===== src/hw/booth_mul_pkg.sv =====
package booth_mul_pkg;

    // Operand and product sizes
    localparam int unsigned data_width = 16;
    localparam int unsigned prod_width = 2 * data_width;

    // One Booth iteration per multiplier bit
    localparam int unsigned steps = data_width;

    // APB register offsets
    localparam logic [7:0] addr_ctrl     = 8'h00;
    localparam logic [7:0] addr_status   = 8'h04;
    localparam logic [7:0] addr_operands = 8'h08;
    localparam logic [7:0] addr_product  = 8'h0C;

    // Accumulator operation for one step
    typedef enum logic [1:0] {
        op_pass = 2'b00,
        op_add  = 2'b01,
        op_sub  = 2'b10
    } booth_op_e;

    typedef struct packed {
        logic      load;
        logic      step;
        booth_op_e op;
    } dp_cmd_t;

    // booth_pair is {multiplier bit 0, previous bit}
    typedef struct packed {
        logic [1:0] booth_pair;
        logic       last_step;
    } dp_stat_t;

    typedef struct packed {
        logic [data_width-1:0] multiplier;
        logic [data_width-1:0] multiplicand;
    } mul_operands_t;

    typedef struct packed {
        logic        psel;
        logic        penable;
        logic        pwrite;
        logic [7:0]  paddr;
        logic [31:0] pwdata;
    } apb_req_t;

    typedef struct packed {
        logic [31:0] prdata;
        logic        pready;
        logic        pslverr;
    } apb_rsp_t;

endpackage


===== src/hw/booth_apb_regs.sv =====
module booth_apb_regs (
    input  logic                                 clk,
    input  logic                                 rst,
    input  booth_mul_pkg::apb_req_t              req,
    output booth_mul_pkg::apb_rsp_t              rsp,
    input  logic                                 busy,
    input  logic                                 done,
    input  logic [booth_mul_pkg::prod_width-1:0] product,
    output booth_mul_pkg::mul_operands_t         operands,
    output logic                                 start
);

    logic access;
    logic wr;
    logic rd;
    logic addr_hit;
    logic done_d;
    logic capture;

    logic [booth_mul_pkg::prod_width-1:0] product_q;
    logic [31:0]                          rdata;

    // Access phase, always completed in this cycle
    assign access = req.psel && req.penable;
    assign wr     = access && req.pwrite;
    assign rd     = access && !req.pwrite;

    always_comb begin
        case (req.paddr)
            booth_mul_pkg::addr_ctrl,
            booth_mul_pkg::addr_status,
            booth_mul_pkg::addr_operands,
            booth_mul_pkg::addr_product: addr_hit = 1'b1;
            default:                     addr_hit = 1'b0;
        endcase
    end

    // Start request is dropped while a product is being computed
    assign start = wr && (req.paddr == booth_mul_pkg::addr_ctrl) && req.pwdata[0] && !busy;

    always_ff @(posedge clk or negedge rst) begin
        if (!rst) begin
            operands <= '0;
        end else if (wr && (req.paddr == booth_mul_pkg::addr_operands)) begin
            operands <= req.pwdata;
        end
    end

    // Grab the result once, on the first cycle done is seen high
    assign capture = done && !done_d;

    always_ff @(posedge clk or negedge rst) begin
        if (!rst) begin
            done_d <= 1'b0;
        end else begin
            done_d <= done;
        end
    end

    always_ff @(posedge clk or negedge rst) begin
        if (!rst) begin
            product_q <= '0;
        end else if (capture) begin
            product_q <= product;
        end
    end

    // Read mux
    always_comb begin
        rdata = '0;
        if (rd) begin
            case (req.paddr)
                booth_mul_pkg::addr_status: begin
                    rdata = {30'b0, done, busy};
                end
                booth_mul_pkg::addr_operands: begin
                    rdata = operands;
                end
                booth_mul_pkg::addr_product: begin
                    rdata = product_q;
                end
                default: begin
                    // control reads back as zero, start bit self-clears
                    rdata = '0;
                end
            endcase
        end
    end

    assign rsp.prdata  = rdata;
    assign rsp.pready  = 1'b1;
    assign rsp.pslverr = access && !addr_hit;

endmodule


===== src/hw/booth_control.sv =====
module booth_control (
    input  logic                     clk,
    input  logic                     rst,
    input  logic                     start,
    input  booth_mul_pkg::dp_stat_t  stat,
    output booth_mul_pkg::dp_cmd_t   cmd,
    output logic                     busy,
    output logic                     done
);

    typedef enum logic [1:0] {
        s_idle   = 2'b00,
        s_load   = 2'b01,
        s_run    = 2'b10,
        s_finish = 2'b11
    } state_e;

    state_e state;
    state_e state_next;
    booth_mul_pkg::booth_op_e step_op;

    // Next state
    always_comb begin
        state_next = state;
        case (state)
            s_idle: begin
                if (start) begin
                    state_next = s_load;
                end
            end
            s_load: begin
                state_next = s_run;
            end
            s_run: begin
                if (stat.last_step) begin
                    state_next = s_finish;
                end
            end
            s_finish: begin
                // Result held here until another start comes in
                if (start) begin
                    state_next = s_load;
                end
            end
            default: begin
                state_next = s_idle;
            end
        endcase
    end

    always_ff @(posedge clk or negedge rst) begin
        if (!rst) begin
            state <= s_idle;
        end else begin
            state <= state_next;
        end
    end

    // Booth recoding of {q0, q-1}
    always_comb begin
        case (stat.booth_pair)
            2'b10:   step_op = booth_mul_pkg::op_sub;
            2'b01:   step_op = booth_mul_pkg::op_add;
            default: step_op = booth_mul_pkg::op_pass;
        endcase
    end

    assign cmd.load = (state == s_load);
    assign cmd.step = (state == s_run);
    assign cmd.op   = (state == s_run) ? step_op : booth_mul_pkg::op_pass;

    assign busy = (state == s_load) || (state == s_run);
    assign done = (state == s_finish);

endmodule


===== src/hw/booth_datapath.sv =====
module booth_datapath (
    input  logic                                 clk,
    input  logic                                 rst,
    input  booth_mul_pkg::mul_operands_t         operands,
    input  booth_mul_pkg::dp_cmd_t               cmd,
    output booth_mul_pkg::dp_stat_t              stat,
    output logic [booth_mul_pkg::prod_width-1:0] product
);

    localparam int unsigned w = booth_mul_pkg::data_width;
    localparam int unsigned cnt_width = $clog2(booth_mul_pkg::steps) + 1;

    // Working registers of the multiplier
    logic [w-1:0]         mcand;
    logic [w-1:0]         acc;
    logic [w-1:0]         mplier;
    logic                 prev_bit;
    logic [cnt_width-1:0] count;

    // One extra bit so that subtracting -2^(w-1) cannot overflow
    logic [w:0] acc_ext;
    logic [w:0] mcand_ext;
    logic [w:0] sum;

    assign acc_ext   = {acc[w-1], acc};
    assign mcand_ext = {mcand[w-1], mcand};

    always_comb begin
        case (cmd.op)
            booth_mul_pkg::op_add: begin
                sum = acc_ext + mcand_ext;
            end
            booth_mul_pkg::op_sub: begin
                sum = acc_ext - mcand_ext;
            end
            default: begin
                sum = acc_ext;
            end
        endcase
    end

    // Add/subtract then arithmetic shift of {acc, mplier, prev_bit}
    always_ff @(posedge clk) begin
        if (cmd.load) begin
            mcand    <= operands.multiplicand;
            mplier   <= operands.multiplier;
            acc      <= '0;
            prev_bit <= 1'b0;
        end else if (cmd.step) begin
            acc      <= sum[w:1];
            mplier   <= {sum[0], mplier[w-1:1]};
            prev_bit <= mplier[0];
        end
    end

    // Step counter
    always_ff @(posedge clk or negedge rst) begin
        if (!rst) begin
            count <= '0;
        end else if (cmd.load) begin
            count <= '0;
        end else if (cmd.step) begin
            count <= count + 1'b1;
        end
    end

    assign stat.booth_pair = {mplier[0], prev_bit};
    // High while the final iteration is being applied
    assign stat.last_step  = (count == cnt_width'(booth_mul_pkg::steps - 1));

    assign product = {acc, mplier};

endmodule


===== src/hw/booth_mul_top.sv =====
module booth_mul_top (
    input  logic                     clk,
    input  logic                     rst,
    input  booth_mul_pkg::apb_req_t  apb_req,
    output booth_mul_pkg::apb_rsp_t  apb_rsp
);

    // Register block to controller and datapath
    logic                          start;
    booth_mul_pkg::mul_operands_t  operands;

    // Controller and datapath handshake
    booth_mul_pkg::dp_cmd_t        dp_cmd;
    booth_mul_pkg::dp_stat_t       dp_stat;
    logic                          busy;
    logic                          done;

    logic [booth_mul_pkg::prod_width-1:0] product;

    booth_apb_regs u_apb_regs (
        .clk      (clk),
        .rst      (rst),
        .req      (apb_req),
        .rsp      (apb_rsp),
        .busy     (busy),
        .done     (done),
        .product  (product),
        .operands (operands),
        .start    (start)
    );

    booth_control u_control (
        .clk   (clk),
        .rst   (rst),
        .start (start),
        .stat  (dp_stat),
        .cmd   (dp_cmd),
        .busy  (busy),
        .done  (done)
    );

    booth_datapath u_datapath (
        .clk      (clk),
        .rst      (rst),
        .operands (operands),
        .cmd      (dp_cmd),
        .stat     (dp_stat),
        .product  (product)
    );

endmodule


===== config.mk =====
export PLATFORM = sky130hd
export DESIGN_NAME = booth_mul_top
export DESIGN_NICKNAME = d
export VERILOG_FILES = /design/src/hw/booth_mul_pkg.sv /design/src/hw/booth_apb_regs.sv /design/src/hw/booth_control.sv /design/src/hw/booth_datapath.sv /design/src/hw/booth_mul_top.sv
export SDC_FILE = /design/constraint.sdc
export NUM_CORES = 1
export LEC_CHECK = 0
export ABC_AREA = 1
export BUFFER_PORTS_ARGS = -buffer_cell sky130_fd_sc_hd__buf_2
export CAP_MARGIN = 10
export CORE_MARGIN = 5
export CORE_UTILIZATION = 35
export CTS_CLUSTER_DIAMETER = 40
export DETAILED_ROUTE_END_ITERATION = 10
export PLACE_DENSITY = 0.53
export SYNTH_ARGS = -nofsm -noshare
export SYNTH_HDL_FRONTEND = slang
export SYNTH_SLANG_ARGS = --single-unit

===== constraint.sdc =====
create_clock -name clk -period 3 [get_ports clk]
set_input_delay 0 -clock clk [delete_from_list [all_inputs] [get_ports clk]]
set_output_delay 0 -clock clk [all_outputs]
set_load 0.02 [all_outputs]

==> results of run 1 <==
-- synthesized netlist by cell type, drive strengths merged, types with 2 or more instances --
cell type	n
nand2	227
inv	112
dfrtp	72
a21oi	64
o21ai	62
nor2	39
mux2	36
edfxtp	32
ha	24
nand3	24
xor2	18
clkbuf	17
dfxtp	17
buf	14
a22oi	10
nor3	10
nand4	7
a31oi	3
clkinv	3
o22ai	2
or2	2
xnor2	2
-- worst register-to-register path, cell delays in order (launching register included) --
cell and delay [ps]:
dfrtp_1 390, inv_2 90, ha_4 150, inv_4 50, nor3_4 190, ha_4 230
inv_4 70, nand2_1 100, xor2_1 140, inv_1 80, ha_1 400, nand2_4 100
nor3_4 210, and2_4 170, nand2_2 70, nand2_1 70, nand2_1 40, nand3_1 70
nand2_1 70, a21oi_2 100
-- worst max-delay path by stage --
stage                                  start            endpoint  slack [ps]  cells after the start
after floorplan           u_control.state[0]  u_datapath.acc[13]         0.9                     22
after global placement    u_control.state[0]  u_datapath.acc[14]          60                     18
after detailed placement  u_control.state[0]  u_datapath.acc[14]          20                     19
after CTS                 u_control.state[0]  u_datapath.acc[14]           5                     18
after global routing      u_control.state[0]  u_datapath.acc[14]         -30                     19
final                     u_control.state[0]  u_datapath.acc[14]         160                     19
-- metal layers --
layer / wire [um] / up-vias / track usage
met4: 357 / 0 / 0.0581
met5: 0 / - / 0
met2: 9230 / 97 / 0.302
met3: 518 / 22 / 0.0292
met1: 8210 / 2637 / 0.217
li1: - / 2844 / -
-- state kept, by name, indices dropped and copies added (netlist names) --
signal                cells
u_apb_regs.product_q     32
u_apb_regs.operands      32
u_datapath.mplier        16
u_datapath.prev_bit       1
u_datapath.mcand         16
u_apb_regs.done_d         1
u_datapath.acc           16
u_control.state           2
u_datapath.count          5
-- power by group through the flow --
stage | logic, mW | registers (mW) | clock network (mW)
5_1_grt | 3.93 | 2.76 | 2.09
3_5_place_dp | 3.10 | 2.71 | 0
4_1_cts | 3.16 | 2.69 | 2.02
6_report | 3.42 | 2.70 | 1.97
3_3_place_gp | 3.09 | 2.70 | 0
2_1_floorplan | 2.33 | 2.56 | 0
-- kinds of logic after synthesis --
| family | count (synthesis) |
|---|---|
| compound gates | 146 |
| xor+xnor | 20 |
| mux | 36 |
| fa+ha+maj | 25 |
| buf+inv | 146 |
| simple gates | 311 |
| flops | 121 |
| other cells | 1 |
-- placed cells by master, fill, tap and decap left out, types with 6 or more instances in the layout --
cell type,Yosys,final
a21oi_1,64,58
a22oi_1,10,10
buf_2,8,76
buf_4,1,16
clkbuf_16,0,19
clkinv_2,2,7
dfrtp_1,72,72
dfxtp_1,17,17
dlygate4sd3_1,0,33
edfxtp_1,32,32
ha_1,24,13
ha_4,0,10
inv_1,108,105
mux2_4,30,30
nand2_1,226,215
nand2_2,0,9
nand3_1,24,24
nor2_1,38,34
nor3_1,10,6
o21ai_0,61,58
xor2_1,18,18
-- what timing repair did --
item                                    CTS  global route
gates resized for setup                   0            42
hold endpoints to repair                105             0
endpoints found under the setup margin    0            12
buffers inserted                          0             5
hold buffers                             33             0
-- through the flow --
| stage | worst slack (ps) | setup TNS (ps) | power (mW) | util |
|---|---|---|---|---|
| after floorplan | 0.871 | 0 | 4.88 | - |
| after global placement | 62.8 | 0 | 5.79 | 0.400 |
| after detailed placement | 24.9 | 0 | 5.80 | 0.400 |
| after CTS | 5.44 | 0 | 7.87 | 0.447 |
| after global routing | -27.1 | -33.8 | 8.78 | 0.460 |
| final | 161 | 0 | 8.09 | 0.460 |
-- cell type report --
type | count | area share
clock buffers | 23 | 0.0542
clock inverters | 9 | 0.0116
inverters | 115 | 0.0507
multi-input cells | 539 | 0.385
flip-flops and latches | 121 | 0.358
well taps | 260 | 0.0376
repair buffers | 128 | 0.103
==> results.py, run 1 <==
metrics = {
    "layout": {
        "drive_above_1_share": 0.224,
        "fillers": 1871,
        "register_area_sq_um": 3100,
        "syn_to_final_growth_pct": 28.2,
        "stdcell_area_sq_um": 8660,
        "final_nets": 992,
        "multiInputGateArea_sq_um": 3330,
        "diodes": 0,
        "stdcell_count": 1195,
    },
    "pwr": {
        "p_int_mw": 4.89,
        "p_comb_frac": 0.423,
        "power.switching_mw": 3.20,
        "power_frac_clock": 0.244,
        "peakVddDrop_uv": 534,
        "p_per_area_nw_per_um2": 935,
        "p_leak_nw": 4.14,
        "power_frac_seq": 0.333,
        "switching_share": 0.396,
    },
    "global_route": {
        "grt_pass1_vias": 5617,
        "gr-total-overflow": 0,
        "grt_max_degree": 73,
        "grt_first_pass_wirelength_um": 30000,
        "antenna_found_initial": 0,
        "gr-usage-all-layers": 0.173,
    },
    "logic_synthesis": {
        "synth_nets": 876,
        "synth.avg_cell_area_sq_um": 8.38,
        "synth_area_leaders": "dfrtp_1 27%, edfxtp_1 14%, nand2_1 13%, mux2_4 6.7%, inv_1 6.0%",
        "yosysTopAreaCellShare": 0.267,
        "synthAdderAreaFrac": 0.0474,
        "synth.mux.area_fraction": 0.0767,
        "synth_top_family_by_area": "simple AND/OR/NAND/NOR gates",
        "yosys.area.top_type": "dfrtp_1",
        "synthFlopType": "dfrtp_1",
        "synth-edff-count": 32,
        "synth_seq_cells": 121,
        "yosys.area_share.simple": 0.188,
        "syn_inst": 806,
        "synth-seq-area-share": 0.460,
        "netlist_area_sq_um": 6750,
        "yosys_warnings": 0,
        "synth.distinct_cells": 43,
        "synth_compound_area_frac": 0.115,
        "yosys.area_share.xor_xnor": 0.0259,
        "async_reset_ff_frac": 0.595,
    },
    "place": {
        "buffer_ports.inserted": 77,
        "dp.cells": 1124,
        "gp_congestion": 0.839,
        "postPlaceCellArea_sq_um": 7530,
        "dp_hpwl_um": 13400,
    },
    "min_path": {
        "holdPathEnd": "u_control.state[0]",
        "hold_start": "apb_req[35]",
        "hold_depth": 6,
        "worst_hold_path_type": "input port to register",
    },
    "timing": {
        "slew-limit-headroom": 0.372,
        "worst_pin_slew_ps": 941,
        "hold_viol": 0,
        "slew_viol_final": 0,
        "rsz0062_at_grt": "true",
        "clock.fmax_mhz": 352,
        "setup_violations": 0,
        "clock_skew_ps": 13.5,
        "fin_crit_sh": 0.946,
        "post-route-min-period_ps": 2840,
        "worst_hold_slack_ps": 145,
    },
    "clock_network": {
        "cts_tree": "built",
        "path_clk_slew_ps": 50,
        "root_buffer": "clkbuf_16",
        "clk_latency_ps": 420,
        "htreeDepth": 4,
        "cts_sinks": 121,
        "clock_path_buffers": 2,
        "cts_buffers": 17,
    },
    "detailed_routing": {
        "drt_iter0_markers": 346,
        "route.detailed.drc": 0,
        "drt_pre_antenna_iters": 4,
        "vias": 5600,
        "wl_um": 18300,
        "wire_per_inst_um": 15.3,
        "drtAntennaViolNets": 0,
        "viasPerCell": 4.69,
    },
    "critical_path": {
        "rr_worst_depth": 19,
        "crit_slowest_cell": "ha_1",
        "cp-end-kind": "register",
        "critPathMaxFanout": 8,
        "worst-setup-path-type": "register to register",
        "cp.arrival_ps": 3190,
        "path_buf_inv": 4,
        "start_kind": "register",
        "cp_top_family": "simple AND/OR/NAND/NOR gates",
        "r2r-end": "u_datapath.acc[14]",
        "crit_chain": "inv_2 -> ha_4 -> inv_4 -> nor3_4 -> ha_4 -> inv_4 -> nand2_1 -> xor2_1 -> inv_1 -> ha_1 -> nand2_4 -> nor3_4 -> and2_4 -> nand2_2 -> nand2_1 -> nand2_1 -> nand3_1 -> nand2_1 -> a21oi_2",
        "required_ps": 3350,
        "crit_path_frequent_cell": "nand2_1",
        "max_stage_delay_ps": 400,
        "rrSetupSlack_ps": 160,
        "worstReg2RegStart": "u_control.state[0]",
    },
    "run_status": {
        "outcome": "finished, final reports clean",
    },
    "floorplanning": {
        "start_util": 0.359,
        "dieHeight_um": 149,
        "core_sq_um": 18800,
        "die_w_um": 149,
        "rows": 50,
        "io_pins": 79,
        "dieArea_sq_um": 22200,
    },
    "job": {
        "drv_cap": 0,
    },
}
Power figures use the tool's default switching activity.
==> inputs of run 2 (changes only) <==
==> constraint.sdc (replaced) <==
create_clock -name clk -period 3 [get_ports clk]
set_input_delay 0.3 -clock clk [delete_from_list [all_inputs] [get_ports clk]]
set_output_delay 0.3 -clock clk [all_outputs]
set_load 0.02 [all_outputs]
==> results.py, run 2 (synthesized netlist as in run 1, its figures left out) <==
metrics = {
    "floorplanning": {
        "core_sq_um": 18800,
        "dieHeight_um": 149,
        "start_util": 0.359,
        "io_pins": 79,
        "die_w_um": 149,
        "rows": 50,
        "dieArea_sq_um": 22200,
    },
    "layout": {
        "diodes": 0,
        "register_area_sq_um": 3100,
        "final_util": 0.439,
        "stdcell_area_sq_um": 8280,
        "multiInputGateArea_sq_um": 3280,
        "fillers": 1907,
        "syn_to_final_growth_pct": 22.5,
        "top_regs": "u_apb_regs.operands x32, u_apb_regs.product_q x32",
        "final_nets": 964,
        "drive_above_1_share": 0.240,
        "stdcell_count": 1166,
        "final_common_cell": "nand2_1",
        "final_cell_mix": "215 x nand2_1, 103 x inv_1, 76 x buf_2",
    },
    "detailed_routing": {
        "drtAntennaViolNets": 0,
        "drt_iter0_markers": 366,
        "vias": 5543,
        "wire_per_inst_um": 15.5,
        "viasPerCell": 4.75,
        "drt_pre_antenna_iters": 5,
        "wl_um": 18100,
        "route.detailed.drc": 0,
    },
    "clock_network": {
        "cts_tree": "built",
        "clock_path_buffers": 2,
        "root_buffer": "clkbuf_16",
        "cts_hold_buf": 0,
        "htreeDepth": 4,
        "path_clk_slew_ps": 60,
        "cts_buffers": 17,
        "clk_latency_ps": 420,
        "cts_sinks": 121,
    },
    "timing": {
        "fin_crit_sh": 0.936,
        "worst_hold_slack_ps": 31.9,
        "hold_viol": 0,
        "clock.fmax_mhz": 356,
        "clock_skew_ps": 13.7,
        "fin_setup_tns_ps": 0,
        "slew_viol_final": 0,
        "worst_pin_slew_ps": 948,
        "slew-limit-headroom": 0.368,
        "setup_violations": 0,
        "post-route-min-period_ps": 2810,
    },
    "pwr": {
        "p_per_area_nw_per_um2": 968,
        "p_leak_nw": 4.00,
        "peakVddDrop_uv": 505,
    },
    "critical_path": {
        "worst-setup-path-type": "register to register",
        "rr_worst_depth": 19,
        "start_kind": "register",
        "cp-end-kind": "register",
        "rrSetupSlack_ps": 190,
        "cp.arrival_ps": 3110,
        "required_ps": 3300,
        "r2r-end": "u_datapath.acc[14]",
        "critPathMaxFanout": 7,
        "worstReg2RegStart": "u_control.state[0]",
    },
    "global_route": {
        "grt_pass1_vias": 5521,
        "antenna_found_initial": 0,
        "gr-total-overflow": 0,
        "gr-usage-all-layers": 0.170,
        "grt_first_pass_wirelength_um": 29300,
        "grt_max_degree": 73,
    },
    "place": {
        "buffer_ports.inserted": 77,
        "dp_hpwl_um": 13400,
        "postPlaceCellArea_sq_um": 7550,
        "dp.cells": 1127,
        "gp_congestion": 0.856,
    },
    "min_path": {
        "worst_hold_path_type": "input port to async pin",
    },
    "job": {
        "drv_cap": 0,
    },
    "run_status": {
        "outcome": "finished, final reports clean",
    },
}
==> run 2: cell types whose count changed in the layout (fill, tap and decap cells not counted), moves of 2 or more <==
cell	change
clkbuf_1	-5
clkinv_2	-2
inv_6	+5
o21ai_1	+2
inv_2	+3
nand2_2	+2
buf_4	+6
inv_1	-2
nand2_4	-2
clkbuf_16	-2
dlygate4sd3_1	-33
==> run 2: how the worst max path moves through the flow <==
stage | end | slack [ps] | depth (start not counted) | start
floorplan | u_datapath.acc[13] | 0.9 | 22 | u_control.state[0]
global placement | u_datapath.acc[14] | 50 | 18 | u_control.state[0]
detailed placement | u_datapath.acc[14] | 50 | 18 | u_control.state[0]
CTS | u_datapath.acc[14] | 40 | 18 | u_control.state[0]
global route | u_datapath.acc[14] | -30 | 19 | u_control.state[0]
finish | u_datapath.acc[14] | 190 | 19 | u_control.state[0]
==> run 2: metrics by stage <==
step,power (mW),setup WS [ps]
after floorplan,4.88,0.871
after global placement,5.79,47.7
after detailed placement,5.81,47.6
after CTS,7.80,42.1
after global routing,8.68,-34.5
final,8.01,191
==> run 2: where the power goes <==
| group | switching [mW] | internal, mW |
|---|---|---|
| Clock | 0.804 | 1.16 |
| Combinational | 2.11 | 1.25 |
| Sequential | 0.362 | 2.32 |
| Total | 3.27 | 4.73 |
==> run 2: worst max-delay path, stage by stage, from the launching register on <==
cell     delay (ps)
dfrtp_1         380
inv_2            80
ha_4            130
inv_2            60
nor2_4          120
nand2_2          70
ha_4            200
buf_6           140
a21oi_2         110
xor2_1          150
inv_1           100
ha_4            300
nand2_2          90
nor3_4          200
and2_1          150
nand2_1          90
nand3_1         100
nand3_1          80
nand2_1          80
a21oi_1          50
==> run 2: timing repair <==
item / in CTS / in global routing
resized for setup: 0 / 34
hold endpoints to repair: 0 / 0
setup endpoints to repair: 0 / 12
setup buffers: 0 / 8
==> run 2: routing by layer <==
layer | vias up | global-route usage | wire length [um] | part of all wire
met5 | - | 0 | 0 | 0
met3 | 20 | 0.0352 | 547 | 0.030
met4 | 0 | 0.0490 | 374 | 0.021
met1 | 2637 | 0.220 | 8150 | 0.45
li1 | 2788 | - | - | -
met2 | 98 | 0.288 | 9060 | 0.50
==> run 2: layout make-up <==
| cell class | count | area share |
|---|---|---|
| repair buffers | 100 | 0.0697 |
| inverters | 115 | 0.0531 |
| well taps | 260 | 0.0393 |
| clock inverters | 13 | 0.0141 |
| multi-input cells | 539 | 0.396 |
| flip-flops and latches | 121 | 0.375 |
| clock buffers | 18 | 0.0531 |
